## src/logic/vga_cfg.svh

```systemverilog
`ifndef VGA_CFG_SVH
`define VGA_CFG_SVH

// ==================================================
// Project-wide widths
// ==================================================
`define VGA_TIMING_W 12          // Phase lengths, counters, coordinates
`define VGA_PIXEL_W  12          // RGB444 pixel

// ==================================================
// Fixed colours
// ==================================================
`define VGA_BLANK_COLOR    12'hFF0  // Yellow outside the active area
`define VGA_UNDERRUN_COLOR 12'hF0F  // Purple when the FIFO runs dry

`endif
```

## src/logic/vga_pkg.sv

```systemverilog
`include "vga_cfg.svh"

package vga_pkg;

    // ==================================================
    // Vector types with a meaning
    // ==================================================
    typedef logic [`VGA_TIMING_W-1:0] timing_t;  // Phase length or phase counter
    typedef logic [`VGA_TIMING_W-1:0] coord_t;   // Pixel column or row
    typedef logic [`VGA_PIXEL_W-1:0]  pixel_t;   // RGB pixel

    // ==================================================
    // Phases of one timing axis
    // ==================================================
    // Order matches the raster sequence
    typedef enum logic [1:0] {
        SYN,                     // Sync pulse
        BCP,                     // Back porch
        ACT,                     // Active video
        FRP                      // Front porch
    } phase_e;

endpackage

```

## src/logic/video_timing.sv

```systemverilog
`timescale 1ns/1ps

// Horizontal and vertical timing built from two chained phase FSMs
module video_timing (
    input  logic             clk,
    input  logic             rstn,
    input  logic             enable,       // Pixel tick
    input  vga_pkg::timing_t h_sync_len,
    input  vga_pkg::timing_t h_back_len,
    input  vga_pkg::timing_t h_active_len,
    input  vga_pkg::timing_t h_front_len,
    input  vga_pkg::timing_t v_sync_len,   // Vertical lengths count lines
    input  vga_pkg::timing_t v_back_len,
    input  vga_pkg::timing_t v_active_len,
    input  vga_pkg::timing_t v_front_len,
    input  logic             h_polarity,   // 1 inverts the horizontal sync
    input  logic             v_polarity,   // 1 inverts the vertical sync
    output logic             de,           // Active area, also the FIFO read request
    output logic             line_end,     // Last pixel tick of a line
    output logic             frame_end,    // Last pixel tick of a frame
    output logic             h_sync_raw,   // Unregistered sync with polarity applied
    output logic             v_sync_raw
);

    logic h_active, v_active;              // Active levels per axis
    logic h_sync, v_sync;                  // Sync phases per axis
    logic h_stop;                          // One line done, ticks the vertical FSM

    // Horizontal axis counts pixel ticks
    line_fsm u_h_line (
        .clk        (clk),
        .rstn       (rstn),
        .enable     (enable),
        .sync_len   (h_sync_len),
        .back_len   (h_back_len),
        .active_len (h_active_len),
        .front_len  (h_front_len),
        .active     (h_active),
        .sync       (h_sync),
        .stop       (h_stop)
    );

    // Vertical axis counts completed lines
    line_fsm u_v_line (
        .clk        (clk),
        .rstn       (rstn),
        .enable     (h_stop),
        .sync_len   (v_sync_len),
        .back_len   (v_back_len),
        .active_len (v_active_len),
        .front_len  (v_front_len),
        .active     (v_active),
        .sync       (v_sync),
        .stop       (frame_end)            // Only possible together with h_stop
    );

    assign de         = h_active & v_active;
    assign line_end   = h_stop;
    assign h_sync_raw = h_sync ^ h_polarity;
    assign v_sync_raw = v_sync ^ v_polarity;

endmodule

```

## src/logic/line_fsm.sv

```systemverilog
`timescale 1ns/1ps

// One timing axis as a Moore FSM over the four raster phases
module line_fsm (
    input  logic             clk,
    input  logic             rstn,
    input  logic             enable,       // Tick of this axis
    input  vga_pkg::timing_t sync_len,     // Length of SYN in ticks
    input  vga_pkg::timing_t back_len,     // Length of BCP in ticks
    input  vga_pkg::timing_t active_len,   // Length of ACT in ticks
    input  vga_pkg::timing_t front_len,    // Length of FRP in ticks
    output logic             active,       // High in ACT
    output logic             sync,         // High in SYN
    output logic             stop          // Last enabled tick of FRP
);

    vga_pkg::phase_e  phase;               // Current phase
    vga_pkg::phase_e  phase_nxt;           // Phase that follows the current one
    vga_pkg::timing_t cnt;                 // Ticks spent in the current phase
    vga_pkg::timing_t phase_len;           // Length of the current phase
    vga_pkg::timing_t last_cnt;            // Final count of the current phase
    logic             last;                // Counter sits on its final count

    // ==================================================
    // Phase length and successor
    // ==================================================
    always_comb begin
        case (phase)
            vga_pkg::SYN: phase_len = sync_len;
            vga_pkg::BCP: phase_len = back_len;
            vga_pkg::ACT: phase_len = active_len;
            default:      phase_len = front_len;
        endcase
    end

    always_comb begin
        case (phase)
            vga_pkg::SYN: phase_nxt = vga_pkg::BCP;
            vga_pkg::BCP: phase_nxt = vga_pkg::ACT;
            vga_pkg::ACT: phase_nxt = vga_pkg::FRP;
            default:      phase_nxt = vga_pkg::SYN;  // FRP wraps to a new period
        endcase
    end

    assign last_cnt = phase_len - 1'b1;    // Lengths are at least 1
    assign last     = (cnt == last_cnt);

    // ==================================================
    // State and phase counter
    // ==================================================
    always_ff @(posedge clk or negedge rstn) begin
        if (!rstn) begin
            phase <= vga_pkg::SYN;
            cnt   <= '0;
        end else if (enable) begin         // Gaps in enable freeze everything
            if (last) begin
                phase <= phase_nxt;        // Move on and restart the count
                cnt   <= '0;
            end else begin
                cnt   <= cnt + 1'b1;
            end
        end
    end

    // Moore outputs plus the tick-qualified end marker
    assign active = (phase == vga_pkg::ACT);
    assign sync   = (phase == vga_pkg::SYN);
    assign stop   = enable & last & (phase == vga_pkg::FRP);

endmodule

```

## config.mk

```make
export PLATFORM = sky130hd
export DESIGN_NAME = video_timing
export DESIGN_NICKNAME = d
export VERILOG_FILES = /design/src/logic/vga_pkg.sv /design/src/logic/video_timing.sv /design/src/logic/line_fsm.sv
export VERILOG_INCLUDE_DIRS = /design/src /design/src/logic
export SDC_FILE = /design/constraint.sdc
export NUM_CORES = 1
export LEC_CHECK = 0
export BUFFER_PORTS_ARGS = -buffer_cell sky130_fd_sc_hd__clkbuf_2
export CAP_MARGIN = 0
export CORE_MARGIN = 3
export CORE_UTILIZATION = 45
export DETAILED_ROUTE_END_ITERATION = 8
export PLACE_DENSITY = 0.73
export SLEW_MARGIN = 15
export SYNTH_ARGS = -nofsm -noshare
export SYNTH_HDL_FRONTEND = slang
export SYNTH_SLANG_ARGS = --single-unit
```

## constraint.sdc

```tcl
create_clock -name clk -period 5.2 [get_ports clk]
set_clock_uncertainty 0.1 [all_clocks]
set_input_delay 1.3 -clock clk [delete_from_list [all_inputs] [get_ports clk]]
set_output_delay 1.3 -clock clk [all_outputs]
set_load 0.01 [all_outputs]
```

==> results by group, run 1 <==
Drt
  • Initial DRT Pass Iterations: 4
  • DR DRC count: 0
  • Vias: 3,405
  • Avg WL per Cell: 14.54 um
  • Vias per cell: 5.713
  • Remaining antenna violation count after routing: 0
  • Final wirelength: 8667 um
  • DR iter-0 viols: 121

Setup path
  • Worst R2R Start: u_v_line.phase[0]
  • Critical path class: in2out
  • CP Capture Type: primary output
  • Critical Path Fanout Max: 3
  • R2R Setup Slk: 1.12 ns
  • Worst r2r path cells: 17
  • Worst setup SP type: primary input
  • Worst EP required: 3.80 ns
  • Reg-to-Reg End: u_v_line.cnt[4]
  • Arrival @ worst endpoint: 3.88 ns

Power and ir drop
  • Pwr/cell area: 176.1 mW/mm^2
  • P_leak: 0.001821 uW
  • Worst VDD drop: 0.1106 mV

Place
  • Count of input and output buffers: 105
  • Post-place setup slack: -0.07920 ns
  • GP Congestion: 0.8414
  • HPWL Detailed: 6753 um
  • DP Cell Count: 590
  • Dpl cell area: 0.003874 sq mm

STA
  • RSZ-0062 raised after global routing: yes
  • Min setup slack post-route: -0.08164 ns
  • Fin Setup TNS: -0.08164 ns
  • Max Fclk: 0.1893 GHz
  • Worst slew margin: 53.52%
  • Post-layout minimum cycle time: 5.282 ns
  • Final Cycle Share: 101.6%
  • Final hold vios: 0
  • Slew @ Worst Pin: 0.6972 ns
  • Setup-failing EPs final: 1
  • Slew Limit Fails: 0

CTS
  • Clock tree sinks: 28
  • Root buffer cell: clkbuf_8
  • Clock transition at path regs: 0.10 ns
  • H-Tree Depth: 1
  • CTS Buf Count: 3
  • Clock latency on the worst-skew pair: 0.28 ns
  • CTS max path bufs: 2
  • TritonCTS clock tree: built

Synthesis
  • Sequential area share after synthesis: 22.20%
  • Syn Nets: 504
  • Synth Area per Inst: 8.115 sq um
  • Yosys cell types: 63
  • Flops & latches, synth: 28
  • Share of flip-flops with an asynchronous set or reset: 100.0%
  • Ys flop type: dfrtp_1
  • Yosys warns: 0
  • Mapped cell area: 0.003157 sq mm
  • Mapped Cells: 389
  • Post-synth EDFFs: 0

Final layout
  • Multi-input gate area: 0.002340 sq mm
  • Final Non-Filler Cells: 596
  • Ratio of cells with drive above 1 in the final layout: 32.60%
  • Most frequent cells in the layout: clkbuf_2 (105), dfrtp_1 (28), nor2_1 (26)
  • Register Area: 700.7 sq um
  • Area Growth Syn to Fin: 27.23%
  • Inserted Diodes: 0
  • Post-route cell area: 0.004016 sq mm
  • Commonest non-fill, non-tap cell in the layout: clkbuf_2
  • Total Nets Final: 619
  • Fill count: 588
  • Post-layout util: 61.15%

Die
  • Die extent in x: 89.76 um
  • Area of the die: 0.008056 sq mm
  • # rows: 29
  • Die height: 89.76 um
  • IO Pins: 106
  • Starting Density: 48.07%
  • Core ar.: 0.006568 sq mm

Status
  • Violated checks: negative setup slack
  • Status: finished, violations left

Worst hold path
  • Hold path endpoint: u_v_line.cnt[11]
  • Hold Path Class: reg2reg
  • Hold path cells: 1
  • Hold Startpoint: u_v_line.cnt[11]

GRT
  • Grt ovf: 0
  • Total GRT Usage: 20.73%
  • Initial antenna violation count: 0
  • Number of global-route vias before repair: 3,421
  • Global-route wire length before repair: 14,640 um
  • Largest net degree at the start of global routing: 29

Run
  • MaxCap Viol Count: 0
final cells by class:
type,count,share of cell area [%]
Tap cell,93,2.897
Clock inverter,1,0.7477
Inverter,22,2.056
Timing Repair Buffer,129,17.57
Clock buffer,3,1.028
Multi-Input combinational cell,320,58.26
Sequential cell,28,17.45
where the power goes:
part	switching [uW]	internal, uW
Combinational	132	126
Sequential	36.7	240
Clock	69.6	103
state kept, by name, summed over array words and instances (netlist names):
signal / cells
u_v_line.phase: 2
u_h_line.cnt: 12
u_h_line.phase: 2
u_v_line.cnt: 12
cell families after synthesis:
group                      count (synthesis)  share of synthesized area, %
AOI/OAI and AO/OA                        111                         25.84
xor gates and xnor gates                  35                         9.711
adders and majority gates                 14                         5.549
buffers and inverters                     41                         5.470
DFF                                       28                         22.20
muxes                                     13                         4.241
and+or+nand+nor                          147                         26.99
worst max-delay path by stage:
stage	from	slack (ns)	to	cells after the start
after global placement	v_sync_len[0]	0.03	frame_end	15
final	v_sync_len[0]	-0.08	frame_end	16
after global routing	v_sync_len[0]	-0.34	frame_end	16
after detailed placement	v_sync_len[0]	-0.08	frame_end	15
after CTS	v_sync_len[0]	0.004	frame_end	16
after floorplan	v_sync_len[0]	0.08	frame_end	13
cell usage after synthesis, types with 2 or more instances:
master	n	share of area [%]
and2_1	9	1.8
or3_1	4	0.79
clkbuf_1	9	1.1
o2bb2ai_1	3	0.83
nand4_1	9	1.8
o31ai_2	4	1.6
nand2_1	25	3.0
xnor2_1	21	5.8
nand4_2	2	0.79
a31o_2	3	0.83
o211ai_1	2	0.48
and3_1	4	0.79
a41oi_1	2	0.55
nand3_1	13	2.1
ha_1	14	5.5
nand2b_1	8	1.6
nor3_1	5	0.79
o21ai_0	15	2.4
mux2i_1	10	3.2
o31ai_1	4	0.95
dfrtp_1	28	22
a22oi_1	22	5.2
xor2_1	14	3.9
nor2b_1	17	3.4
a222oi_1	13	4.1
o21a_1	2	0.48
and3b_1	2	0.55
nor2_1	26	3.1
nor3_2	2	0.63
a211oi_1	2	0.48
mux2_2	2	0.71
nand3b_1	3	0.71
nor4_1	4	0.79
buf_2	9	1.4
a31oi_1	4	0.79
o41ai_1	2	0.55
inv_1	21	2.5
a21oi_1	23	3.6
nor3b_1	3	0.71
critical path, cell delays in order:
cell,delay [ns]
clkbuf_2,0.09
a222oi_1,0.42
a21boi_1,0.15
inv_1,0.09
ha_2,0.20
and3b_1,0.21
a41oi_2,0.06
nor4_4,0.18
buf_4,0.17
mux2_2,0.32
mux2i_1,0.13
o21ai_1,0.08
o311ai_2,0.11
nor3_2,0.08
and2_1,0.17
clkbuf_2,0.12
metrics by stage:
| step | hold WS (ns) | power [uW] |
|---|---|---|
| final | 0.4462 | 707.4 |
| after CTS | 0.4496 | 699.2 |
| after global placement | 0.4215 | 515.0 |
| after global routing | 0.4752 | 751.9 |
| after detailed placement | 0.4367 | 525.3 |
| after floorplan | 0.3967 | 436.1 |
layer usage:
layer,part of all wire [%],track usage [%]
met5,0,0
met2,49,37.16
met1,43,25.18
met3,7.4,3.339
met4,1.2,7.024
what timing repair did:
action,in CTS,in global routing
buffers inserted,1,1
gates cloned,0,0
hold buffers,0,0
pin swaps,3,5
setup endpoints to repair,1,2
endpoints found under the hold margin,0,0
gates resized for setup,3,10
No activity file was read; power rests on OpenSTA's default activity.
==> run 2: changes to the inputs <==
Settings changed: CELL_PAD_IN_SITES_DETAIL_PLACEMENT set to 0, CELL_PAD_IN_SITES_GLOBAL_PLACEMENT set to 1, CORE_UTILIZATION 45 to 37, PLACE_DENSITY 0.73 to not set, PLACE_DENSITY_LB_ADDON set to 0.1.
==> run 2 against run 1 <==
  * The run now ends clean
  * Worst hold slack improved by 0.0070 ns
  * Combinational power rose by 3%
  * Global-route usage fell by 1.8 points
  * Clock power up 2%
  * Maximum frequency is 1.7% higher
  * Wire length increased by 10%
  * Power up 1.6%
  * Critical path type unchanged
==> results by group, run 2 (same netlist as run 1, synthesis figures left out) <==
Setup path
  • Critical path class: in2out
  • CP Capture Type: primary output
  • Arrival @ worst endpoint: 3.80 ns
  • Worst setup SP type: primary input
  • Critical Path Fanout Max: 3
  • Worst EP required: 3.80 ns

Power and ir drop
  • Cell Int Power: 474.0 uW
  • Sequential share of power: 38.4%
  • Worst VDD drop: 0.1764 mV
  • Net Switching: 244.4 uW
  • Pwr/cell area: 177.6 mW/mm^2
  • Clock power frac: 24.7%
  • Power share of the combinational group: 36.9%
  • P_leak: 0.001835 uW
  • Switching Share: 34.02%
  • Total chip power: 718.4 uW

Drt
  • DR iter-0 viols: 118
  • Remaining antenna violation count after routing: 0
  • Vias per cell: 5.590
  • Initial DRT Pass Iterations: 5
  • DR DRC count: 0
  • Vias: 3,410
  • Avg WL per Cell: 15.68 um
  • Final wirelength: 9564 um

CTS
  • CTS Buf Count: 3
  • Root buffer cell: clkbuf_8
  • CTS max path bufs: 2
  • Clock tree sinks: 28
  • Clock transition at path regs: 0.10 ns
  • TritonCTS clock tree: built
  • Clock latency on the worst-skew pair: 0.28 ns
  • H-Tree Depth: 1

STA
  • Final hold vios: 0
  • Worst slew margin: 49.07%
  • Worst hold slack: 0.4531 ns
  • Slew @ Worst Pin: 0.7639 ns
  • Post-layout minimum cycle time: 5.195 ns
  • Setup-failing EPs final: 0
  • Max Fclk: 0.1925 GHz
  • Fin Setup TNS: 0 ns
  • RSZ-0062 raised after global routing: yes
  • Final Cycle Share: 99.91%
  • Slew Limit Fails: 0
  • Min setup slack post-route: 0.004512 ns

Place
  • Count of input and output buffers: 105
  • Post-place setup slack: -0.09140 ns
  • HPWL Detailed: 7624 um
  • GP Congestion: 0.8221
  • Dpl cell area: 0.003904 sq mm

Die
  • Die extent in x: 98.37 um
  • Area of the die: 0.009676 sq mm
  • # rows: 33
  • Die height: 98.37 um
  • Starting Density: 38.23%
  • Core ar.: 0.008258 sq mm
  • IO Pins: 106

GRT
  • Initial antenna violation count: 0
  • Global-route wire length before repair: 15,440 um
  • Largest net degree at the start of global routing: 29
  • Number of global-route vias before repair: 3,343
  • Total GRT Usage: 18.97%
  • Grt ovf: 0

Final layout
  • Post-route cell area: 0.004044 sq mm
  • Inserted Diodes: 0
  • Most frequent cells in the layout: clkbuf_2 (105), dfrtp_1 (28), nor2_1 (26), buf_4 (26), nand2_1 (25)
  • Ratio of cells with drive above 1 in the final layout: 32.67%
  • Total Nets Final: 621
  • Biggest regs: u_h_line.cnt x12, u_v_line.cnt x12
  • Commonest non-fill, non-tap cell in the layout: clkbuf_2
  • Area Growth Syn to Fin: 28.10%

Run
  • MaxCap Viol Count: 0

Status
  • Status: completed

Worst hold path
  • Hold Path Class: reg2reg
run 2: cell types whose count changed in the layout (fill, tap and decap cells not counted):
cell / change
a41oi_2: -1
nor3_2: -2
nor3_1: +1
nor4_1: -1
buf_4: +2
nor4_2: +1
nor3_4: +1
a22oi_2: -2
a22oi_1: +2
a41oi_1: +1
a21oi_1: -2
a21oi_2: +2
run 2: layout make-up:
cell class	instances	area, sq um
flip-flops and latches	28	700.7
repair buffers	131	720.7
clock buffers	3	41.29
clock inverters	1	30.03
inverters	22	82.58
well taps	105	131.4
fillers	858	4214
multi-input cells	320	2337
run 2: final timing paths:
path | from | end | slack (ns) | cells past startpoint
worst max-delay path | v_sync_len[0] | frame_end | 0.005 | 16
worst min-delay path | u_v_line.cnt[11] | u_v_line.cnt[11] | 0.45 | 1
worst max register to register | u_v_line.phase[0] | u_v_line.cnt[4] | 1.07 | 17
worst min register to register | u_v_line.cnt[11] | u_v_line.cnt[11] | 0.45 | 1
max in group asynchronous | rstn | u_v_line.cnt[4] | 3.54 | 1
min in group asynchronous | rstn | u_h_line.cnt[11] | 0.97 | 1
run 2: routing by layer:
metal / track usage, % / vias to the layer above / wire (um)
li1: - / 1687 / -
met1: 21.42 / 1643 / 3767
met2: 38.07 / 74 / 5375
met3: 2.286 / 6 / 316
met4: 2.941 / 0 / 104
met5: 0 / - / 0
run 2: repair_timing:
item                                   4_1_cts  5_1_grt
pin swaps                                    2        4
resized for setup                            2       11
hold buffers                                 0        0
setup endpoints to repair                    1        2
endpoints found under the hold margin        0        0
cloned                                       0        0
buffers inserted                             0        2
run 2: worst max-delay path, stage by stage:
cell,delay [ns]
clkbuf_2,0.08
a222oi_1,0.41
a21boi_1,0.15
inv_1,0.08
ha_2,0.18
and3b_1,0.16
a41oi_1,0.06
nor4_4,0.17
buf_4,0.17
mux2_2,0.33
mux2i_1,0.15
o21ai_1,0.09
o311ai_2,0.10
nor3_2,0.08
and2_1,0.16
clkbuf_2,0.12
run 2: power by group through the flow:
stage	logic (uW)	registers [uW]	clock network [uW]
3_5_place_dp	254	279	0
2_1_floorplan	176	260	0
4_1_cts	256	276	182
5_1_grt	297	280	189
3_3_place_gp	248	279	0
6_report	265	276	177
run 2: stage by stage:
step | utilization, % | cells
2_1_floorplan | - | 389
5_1_grt | 48.97 | 610
3_3_place_gp | 47.27 | 604
4_1_cts | 48.21 | 608
6_report | 48.97 | 610
3_5_place_dp | 47.27 | 604
