`src/logic/vga_cfg.svh`:
```
`ifndef VGA_CFG_SVH
`define VGA_CFG_SVH

// ==================================================
// Project-wide widths
// ==================================================
`define VGA_TIMING_W 12          // Phase lengths, counters, coordinates
`define VGA_PIXEL_W  12          // RGB444 pixel

// ==================================================
// Fixed colours
// ==================================================
`define VGA_BLANK_COLOR    12'hFF0  // Yellow outside the active area
`define VGA_UNDERRUN_COLOR 12'hF0F  // Purple when the FIFO runs dry

`endif
```
`src/logic/vga_pkg.sv`:
```
`include "vga_cfg.svh"

package vga_pkg;

    // ==================================================
    // Vector types with a meaning
    // ==================================================
    typedef logic [`VGA_TIMING_W-1:0] timing_t;  // Phase length or phase counter
    typedef logic [`VGA_TIMING_W-1:0] coord_t;   // Pixel column or row
    typedef logic [`VGA_PIXEL_W-1:0]  pixel_t;   // RGB pixel

    // ==================================================
    // Phases of one timing axis
    // ==================================================
    // Order matches the raster sequence
    typedef enum logic [1:0] {
        SYN,                     // Sync pulse
        BCP,                     // Back porch
        ACT,                     // Active video
        FRP                      // Front porch
    } phase_e;

endpackage

```
`src/logic/pixel_coords.sv`:
```
`timescale 1ns/1ps

// Column and row counters for the visible raster
module pixel_coords (
    input  logic            clk,
    input  logic            rstn,
    input  logic            enable,        // Pixel tick
    input  logic            de,            // Active pixel in this tick
    input  logic            line_end,      // Last tick of a line
    input  logic            frame_end,     // Last tick of a frame
    output vga_pkg::coord_t x,             // Column of the current pixel
    output vga_pkg::coord_t y              // Row of the current line
);

    // ==================================================
    // Column counter
    // ==================================================
    always_ff @(posedge clk or negedge rstn) begin
        if (!rstn) begin
            x <= '0;
        end else if (enable) begin
            if (line_end)  x <= '0;        // Line end lies in FRP, never with de
            else if (de)   x <= x + 1'b1;  // Advance per shown pixel
        end
    end

    // ==================================================
    // Row counter
    // ==================================================
    always_ff @(posedge clk or negedge rstn) begin
        if (!rstn) begin
            y <= '0;
        end else if (enable) begin
            if (frame_end)     y <= '0;    // Wrap to the first line
            else if (line_end) y <= y + 1'b1;
        end
    end

endmodule

```
`config.mk`:
```
export PLATFORM = sky130hd
export DESIGN_NAME = pixel_coords
export DESIGN_NICKNAME = d
export VERILOG_FILES = /design/src/logic/vga_pkg.sv /design/src/logic/pixel_coords.sv
export VERILOG_INCLUDE_DIRS = /design/src /design/src/logic
export SDC_FILE = /design/constraint.sdc
export NUM_CORES = 1
export LEC_CHECK = 0
export BUFFER_PORTS_ARGS = -buffer_cell sky130_fd_sc_hd__buf_4
export CAP_MARGIN = 10
export CORE_MARGIN = 10
export CORE_UTILIZATION = 35
export DETAILED_ROUTE_END_ITERATION = 8
export PLACE_DENSITY = 0.61
export SLEW_MARGIN = 5
export SYNTH_ARGS = -nofsm -noshare
export SYNTH_HDL_FRONTEND = slang
export SYNTH_SLANG_ARGS = --single-unit
```
`constraint.sdc`:
```
create_clock -name clk -period 2.94 [get_ports clk]
set_clock_uncertainty 0.2 [all_clocks]
set_input_delay 0 -clock clk [delete_from_list [all_inputs] [get_ports clk]]
set_output_delay 0 -clock clk [all_outputs]
set_load 0.01 [all_outputs]
```
==> results of run 1 <==
[layout by cell type, fill, tap and decap left out, types with 7 or more instances in the layout]
| master | Yosys | final |
|---|---|---|
| dfrtp_1 | 24 | 24 |
| nand2_1 | 15 | 15 |
| or4_1 | 7 | 7 |
| buf_4 | 1 | 29 |
| nand3_1 | 7 | 7 |
| a21oi_1 | 14 | 14 |
| inv_1 | 9 | 9 |
| dlygate4sd3_1 | 0 | 8 |
| o22ai_1 | 7 | 7 |
| o31ai_1 | 7 | 7 |
| nand4_1 | 7 | 7 |
[where the power goes]
group | switching [W] | internal, W
registers | 0.0000295 | 0.000348
logic | 0.0000738 | 0.0000720
clock network | 0.000108 | 0.000120
[sequential cells by signal, indices dropped and copies added, names as in the netlist]
name  flops
x        12
y        12
[worst min-delay path: stages]
cell,delay [ns]
dlygate4sd3_1,0.52
buf_4,0.15
o22ai_1,0.07
[through the flow]
| step | instances | hold WS [ns] |
|---|---|---|
| global placement | 215 | -0.281 |
| CTS | 228 | 0.289 |
| floorplan | 146 | -0.496 |
| global route | 228 | 0.326 |
| finish | 228 | 0.300 |
| detailed placement | 215 | -0.277 |
[layout make-up]
cell class	instances	area (µm²)	share of cell area
well taps	48	60.1	0.0344
repair buffers	38	318	0.182
multi-input cells	105	679	0.389
flip-flops and latches	24	601	0.344
clock buffers	4	55.1	0.0315
inverters	9	33.8	0.0193
[synthesized netlist by cell type]
cell type,instances,area share
o31a_1,1,0.0065
o211ai_1,1,0.0056
o2111ai_2,1,0.011
nor2b_1,1,0.0046
and4b_1,2,0.015
o211a_1,1,0.0074
nand3_1,7,0.026
mux2i_1,5,0.037
o21ai_0,5,0.019
or3_1,4,0.019
a21oi_1,14,0.052
clkbuf_1,5,0.014
nand4_1,7,0.032
buf_4,1,0.0056
dfrtp_1,24,0.45
o31ai_1,7,0.039
buf_2,1,0.0037
nand2_1,15,0.042
o22ai_1,7,0.032
nand2b_1,4,0.019
mux2_2,2,0.017
and2_1,3,0.014
nor4_1,5,0.023
ha_1,2,0.019
or4_1,7,0.039
buf_1,1,0.0028
inv_1,9,0.025
o21a_1,3,0.017
o211ai_2,1,0.0093
[routing by layer]
metal  vias up  track usage
met5         -            0
met4         0       0.0510
met3         4       0.0229
met2        19        0.165
met1       590        0.125
li1        622            -
[worst max path at each step]
stage / from / to / slack (ns) / cells past startpoint
detailed placement: x[0]$_DFFE_PN0P_ / x[10]$_DFFE_PN0P_ / 1.15 / 4
global placement: x[0]$_DFFE_PN0P_ / x[10]$_DFFE_PN0P_ / 1.22 / 4
finish: y[0]$_DFFE_PN0P_ / y[2]$_DFFE_PN0P_ / 0.99 / 5
floorplan: x[1]$_DFFE_PN0P_ / x[10]$_DFFE_PN0P_ / 1.23 / 4
CTS: y[0]$_DFFE_PN0P_ / y[2]$_DFFE_PN0P_ / 1.00 / 5
global route: y[0]$_DFFE_PN0P_ / y[2]$_DFFE_PN0P_ / 0.86 / 5
[kinds of logic (layout without fill, tap and decap cells)]
| family | Yosys count | in the layout | synth area share |
|---|---|---|---|
| AND/OR/NAND/NOR | 55 | 55 | 0.233 |
| adder cells (fa/ha/maj) | 2 | 2 | 0.0185 |
| flip-flops | 24 | 24 | 0.445 |
| multiplexers | 7 | 7 | 0.0538 |
| AO/OA/AOI/OAI | 41 | 41 | 0.199 |
| buffers and inverters | 17 | 51 | 0.0510 |
==> run metrics, run 1 <==
num rows=22; CP Cell Sequence=ha_1 > and4b_1 > a21oi_1 > o22ai_1 > dlygate4sd3_1; synth unique cells=29; fraction of layout cells with a size suffix above 1=0.211; Total GRT Usage=0.102; clock insertion delay at the later pin of the skew report=0.27 ns; clk root buf=clkbuf_8; sequential share of the synthesized area=0.445; Cell Pwr Density=429 mW/mm²; Metal-1 WL=1530 µm; largest net degree at the start of global routing=25; vias in the first global route=1185; TritonCTS clock tree=yes; final instance area=0.00175 mm²; Slew @ Worst Pin=0.829 ns; RSZ-0062 raised after global routing=false; hold_sp=frame_end; CP Capture Type=flop; Yosys reg bits=24; Post-Place Setup Slack=1.15 ns; Initial DRC Count=67; Antenna Cells=0; Hold Path Depth=3; Max Used Layer=met4; worst reg2reg startpoint=y[0]$_DFFE_PN0P_; Top delay family on crit path=buffers and inverters; detailed-placement wirelength estimate=2320 µm; post-synthesis cell area=0.00135 mm²; Congestion Overflow GR=0; Worst R2R Setup Slack=0.99 ns; critical path arrival=1.91 ns; Fin Setup TNS=0 ns; min setup slack post-route=0.985 ns; reg-to-reg critical path endpoint=y[2]$_DFFE_PN0P_; max-cap check violation count=0; die span in y=82.1 µm; Crit Path Category=reg2reg; Layout Nets=189; WL/cell=14.4 µm; cts repair resizes=0; total power=0.000750 W; metal2 WL=1570 µm; Final setup viols=0; Clk pin slew, worst setup/hold paths=0.09 ns; final core utilization=0.474; Critical path buffers and inverters=1; worst reg2reg path depth=5; Worst path max stage delay=0.56 ns; Core Area=0.00369 mm²; leak pwr=0.744 nW; fmax=512 MHz; Tmin final=1.95 ns; Fin. Hold Viols=0; # port buffers=29; post-route ant nets=0; CTS Sinks=24; Placement Cell Area=0.00159 mm²; CP required=2.90 ns; Critical Path Fanout Max=4; Die X=82.1 µm; I/O Pins=30; via count=1235; FILL cells=360; syn avg cell area=9.24 µm²; Syn-to-layout area delta=29.5%; Max Root-Sink Buffers=2; WL final=3290 µm; worst hold path class=in2reg; # DRC=0; initial antenna violation count=0; YS warnings=0; Critical-path top delay cell=dlygate4sd3_1; first-pass GRT wire length=5530 µm; Cells after Synth=146; Num CTS Buffers=3; Initial Util=0.366; H-tree Lvls=1; post-CTS setup buffer count=0; Hold Path End=y[1]$_DFFE_PN0P_; Syn Nets=154; GPL Wtd Cong=0.798; Rel. slew slack=0.445; Die ar.=0.00674 mm²; via/cell ratio=5.42; hold buffers post-CTS=9; wire length on met3=148 µm; VDD IR-drop max=0.000200 V; max-slew violation count=0; CP Launch Type=flop; DRT Pass-1 Iters=4; final period utilization=0.665; outcome=completed
Power figures use the tool's default switching activity.
==> run 2, diff against run 1 <==
--- a/config.mk
+++ b/config.mk
@@ -11,7 +11,7 @@
 export CORE_MARGIN = 10
 export CORE_UTILIZATION = 35
 export DETAILED_ROUTE_END_ITERATION = 8
-export PLACE_DENSITY = 0.61
+export PLACE_DENSITY = 0.63
 export SLEW_MARGIN = 5
 export SYNTH_ARGS = -nofsm -noshare
 export SYNTH_HDL_FRONTEND = slang
==> constraint.sdc (replaced) <==
create_clock -name clk -period 1.6 [get_ports clk]
set_clock_uncertainty 0.2 [all_clocks]
set_input_delay 0 -clock clk [delete_from_list [all_inputs] [get_ports clk]]
set_output_delay 0 -clock clk [all_outputs]
set_load 0.01 [all_outputs]
==> run 2 against run 1 <==
Compared with the run above: fmax up 22%; core utilization up 7.8 points; clock power up 88%; critical path depth down 1; sequential share of layout area down 4.6 points; via count up 12%; first-iteration DRC count up 82%; worst hold slack worse by 0.29 ns; clock-buffer cell count unchanged; flip-flop and latch count unchanged; sequential power up 79%.
==> run metrics, run 2 (same netlist as run 1, synthesis figures left out) <==
outcome=completed; die span in y=82.1 µm; Final setup viols=0; final core utilization=0.552; leak pwr=0.869 nW; final period utilization=0.998; global-route met3 utilization=0.0284; DRT Pass-1 Iters=4; Critical Path Fanout Max=5; GPL Wtd Cong=0.775; initial antenna violation count=0; sw power=0.000432 W; Sw Share=0.291; Rel. slew slack=0.771; sequential share of power=0.454; Crit Path Category=reg2reg; WL/cell=15.3 µm; WL final=3910 µm; post-route ant nets=0; VDD IR-drop max=0.000462 V; RSZ-0062 raised after global routing=true; Layout Nets=216; FILL cells=347; met1 global-route usage=0.142; fraction of layout cells with a size suffix above 1=0.391; TritonCTS clock tree=yes; Clk pin slew, worst setup/hold paths=0.09 ns; met2 usage=0.197; Die X=82.1 µm; Num CTS Buffers=3; I/O Pins=30; H-tree Lvls=1; CP required=1.60 ns; Slew @ Worst Pin=0.340 ns; # DRC=0; Hold Path Depth=4; Die ar.=0.00674 mm²; Congestion Overflow GR=0; first-pass GRT wire length=6350 µm; Antenna Cells=0; Cell Pwr Density=731 mW/mm²; Core Area=0.00369 mm²; worst hold path class=in2reg; biggest regs=x x12, y x12; detailed-placement wirelength estimate=2590 µm; CP Capture Type=flop; Initial Util=0.366; GR peak layer=met2; max-cap check violation count=0; Tmin final=1.60 ns; Fin. Hold Viols=0; largest net degree at the start of global routing=25; Fin Setup TNS=0 ns; CP Launch Type=flop; via/cell ratio=5.42; Total GRT Usage=0.119; fmax=626 MHz; max-slew violation count=0; commonest non-fill, non-tap cell in the layout=buf_4; critical path arrival=1.60 ns; worst reg2reg path depth=4; # port buffers=29; via count=1381; num rows=22; clk root buf=clkbuf_8; Initial DRC Count=122; Syn-to-layout area delta=50.8%; vias in the first global route=1396; Comb pwr share=0.259; Max Root-Sink Buffers=2; Clock Power Share=0.287; WHS=0.00971 ns; Int Power=0.00106 W; clock insertion delay at the later pin of the skew report=0.27 ns; CTS Sinks=24; most frequent cells in the layout=56 x buf_4, 20 x dfrtp_1, 13 x nand2_1
run 2: cell count changes in the layout (fill, tap and decap cells not counted), moves of 3 or more:
| cell | delta |
|---|---|
| a21oi_1 | -3 |
| a21oi_2 | +3 |
| buf_4 | +27 |
| dfrtp_1 | -4 |
| dfrtp_2 | +4 |
run 2: critical path: stages, from the launching register on:
cell,delay (ns)
dfrtp_1,0.36
ha_2,0.18
nand4_1,0.18
or4_1,0.45
a21oi_1,0.15
run 2: metrics by stage:
step	power (W)	area, µm²	worst slack [ns]	cells
CTS	0.00146	1940	-0.00681	251
global route	0.00156	2030	-0.106	255
global placement	0.000994	1750	0.0294	234
floorplan	0.000841	1360	-0.0663	146
finish	0.00149	2030	0.00270	255
detailed placement	0.00101	1750	-0.0537	234
run 2: power by group through the flow:
| stage | clock [W] | sequential [W] | combinational (W) |
|---|---|---|---|
| final | 0.000427 | 0.000675 | 0.000385 |
| after global routing | 0.000455 | 0.000682 | 0.000421 |
| after detailed placement | 0 | 0.000684 | 0.000326 |
| after CTS | 0.000431 | 0.000673 | 0.000361 |
| after global placement | 0 | 0.000681 | 0.000313 |
| after floorplan | 0 | 0.000706 | 0.000135 |
run 2: layer usage:
| layer | wire length, µm | share of wire |
|---|---|---|
| met2 | 1930 | 0.49 |
| met1 | 1750 | 0.45 |
| met3 | 171 | 0.044 |
| met4 | 50 | 0.013 |
| met5 | 0 | 0 |
run 2: timing repair:
action | 4_1_cts | 5_1_grt
endpoints found under the hold margin | 34 | 0
pin swaps | 2 | 7
resized for setup | 3 | 16
endpoints found under the setup margin | 3 | 10
hold buffers | 9 | 0
setup buffers | 4 | 4
run 2: worst paths after layout:
kind                                     end  slack, ns               from
max                        y[10]$_DFFE_PN0P_      0.003   y[0]$_DFFE_PN0P_
min                         x[1]$_DFFE_PN0P_       0.01             enable
max reg2reg                y[10]$_DFFE_PN0P_      0.003   y[0]$_DFFE_PN0P_
min reg2reg                x[11]$_DFFE_PN0P_       0.35  x[11]$_DFFE_PN0P_
max in group asynchronous   x[8]$_DFFE_PN0P_       0.43               rstn
min in group asynchronous   y[4]$_DFFE_PN0P_       0.50               rstn
run 2: final cells by class:
class                      instances  area (µm²)  area share
sequential                        24         606       0.298
tap                               48        60.1      0.0295
multi-input combinational        105         769       0.378
inverter                           9        33.8      0.0166
timing repair buffer              65         510       0.251
clock buffer                       4        55.1      0.0271
==> run 3, diff against run 2 <==
--- a/config.mk
+++ b/config.mk
@@ -6,12 +6,13 @@
 export SDC_FILE = /design/constraint.sdc
 export NUM_CORES = 1
 export LEC_CHECK = 0
-export BUFFER_PORTS_ARGS = -buffer_cell sky130_fd_sc_hd__buf_4
+export BUFFER_PORTS_ARGS = -buffer_cell sky130_fd_sc_hd__buf_2
 export CAP_MARGIN = 10
 export CORE_MARGIN = 10
 export CORE_UTILIZATION = 35
 export DETAILED_ROUTE_END_ITERATION = 8
 export PLACE_DENSITY = 0.63
+export SKIP_CTS_REPAIR_TIMING = 1
 export SLEW_MARGIN = 5
 export SYNTH_ARGS = -nofsm -noshare
 export SYNTH_HDL_FRONTEND = slang
==> run 3 against run 2 <==
Compared with the run above: the flow now finishes with violations (negative hold slack, negative setup slack); combinational power down 12%; flip-flop and latch count did not move; worst hold slack worse by 0.032 ns; sequential power grew 0.6%; largest cell class unchanged; highest routed layer unchanged.
==> run metrics, run 3 (same netlist as run 1, synthesis figures left out) <==
detailed-placement wirelength estimate=2650 µm; Tmin final=1.64 ns; multi-input logic area=759 µm²; clock insertion delay at the later pin of the skew report=0.26 ns; RSZ-0062 raised after global routing=true; initial antenna violation count=0; Worst Setup EP=y[10]$_DFFE_PN0P_; CP required=1.60 ns; most frequent cells in the layout=30 x buf_2, 25 x buf_4, 22 x dfrtp_1; CP Launch Type=flop; critical path arrival=1.64 ns; Clk pin slew, worst setup/hold paths=0.09 ns; I/O Pins=30; final period utilization=1.02; fraction of layout cells with a size suffix above 1=0.394; final instance area=0.00191 mm²; reg-to-reg critical path endpoint=y[10]$_DFFE_PN0P_; CP Cell Sequence=ha_2 > nand4_1 > or4_1 > a21oi_2; CTS Sinks=24; total power=0.00143 W; failing checks=negative hold slack, negative setup slack; num rows=22; largest net degree at the start of global routing=25; Cell Pwr Density=750 mW/mm²; DRT Pass-1 Iters=4; Num CTS Buffers=3; Die ar.=0.00674 mm²; Max Root-Sink Buffers=2; Antenna Cells=0; first-pass GRT wire length=5750 µm; Fin. Hold Viols=1; critical path depth=4; VDD IR-drop max=0.000382 V; Layout Nets=212; Total GRT Usage=0.106; Worst R2R Setup Slack=-0.04 ns; outcome=finished, violations left; register area=603 µm²; Core Area=0.00369 mm²; Critical-path top delay cell=or4_1; Placement Cell Area=0.00168 mm²; Crit. Startpoint=y[0]$_DFFE_PN0P_; WL/cell=14.6 µm; die span in y=82.1 µm; Critical Path Fanout Max=5; Final setup viols=4; leak pwr=0.845 nW; post-route ant nets=0; Worst path max stage delay=0.47 ns; Die X=82.1 µm; H-tree Lvls=1; worst reg2reg startpoint=y[0]$_DFFE_PN0P_; fmax=611 MHz; min setup slack post-route=-0.0376 ns; TritonCTS clock tree=yes; biggest regs=x x12, y x12; Top delay family on crit path=simple AND/OR/NAND/NOR gates; commonest non-fill, non-tap cell in the layout=buf_2; Rel. slew slack=0.637; worst reg2reg path depth=4; Critical path buffers and inverters=0; Initial Util=0.366; # port buffers=29; WHS=-0.0218 ns; worst hold path class=in2reg; Crit Path Category=reg2reg; vias in the first global route=1270; WL final=3670 µm; Slew @ Worst Pin=0.545 ns; GPL Wtd Cong=0.777; FILL cells=368; CP Capture Type=flop; clk root buf=clkbuf_8; max-cap check violation count=0; via count=1318; Syn-to-layout area delta=41.7%; # DRC=0; Initial DRC Count=103; Congestion Overflow GR=0; max-slew violation count=0; via/cell ratio=5.25
## run 3: through the flow
stage               utilization  setup slack, ns  cells  setup TNS [ns]  hold slack (ns)
finish                    0.518          -0.0376    251          -0.122          -0.0218
global route              0.518           -0.114    251          -0.662          0.00710
CTS                       0.469          -0.0666    238          -0.191           -0.472
detailed placement        0.454          -0.0546    234          -0.144           -0.181
global placement          0.454           0.0296    234               0           -0.183
floorplan                     -          -0.0663    146         -0.0801           -0.496
## run 3: area by class of cell
class | instances | area share
clock buffer | 4 | 0.0288
sequential | 24 | 0.316
timing repair buffer | 61 | 0.209
inverter | 9 | 0.0177
tap | 48 | 0.0314
multi-input combinational | 105 | 0.398
## run 3: where the power goes
part	internal [W]	switching [W]
Clock	0.000219	0.000197
Combinational	0.000162	0.000175
Sequential	0.000640	0.0000394
## run 3: worst register-to-register path: stages (launching register included)
cell	delay [ns]
dfrtp_1	0.39
ha_2	0.19
nand4_1	0.18
or4_1	0.47
a21oi_2	0.15
## run 3: worst min path at each step
stage	startpoint	endpoint	slack [ns]	cells after the start
after floorplan	rstn	x[0]$_DFFE_PN0P_	-0.50	0
after global placement	rstn	y[4]$_DFFE_PN0P_	-0.18	1
after detailed placement	rstn	y[4]$_DFFE_PN0P_	-0.18	1
after CTS	rstn	y[4]$_DFFE_PN0P_	-0.47	1
after global routing	enable	x[0]$_DFFE_PN0P_	0.007	4
final	enable	x[0]$_DFFE_PN0P_	-0.02	4
## run 3: routing by layer
metal  up-vias  track usage  share of wire
li1        669            -              -
met1       624        0.125           0.44
met2        23        0.186           0.51
met3         2       0.0262          0.042
met4         0       0.0340         0.0057
met5         -            0              0
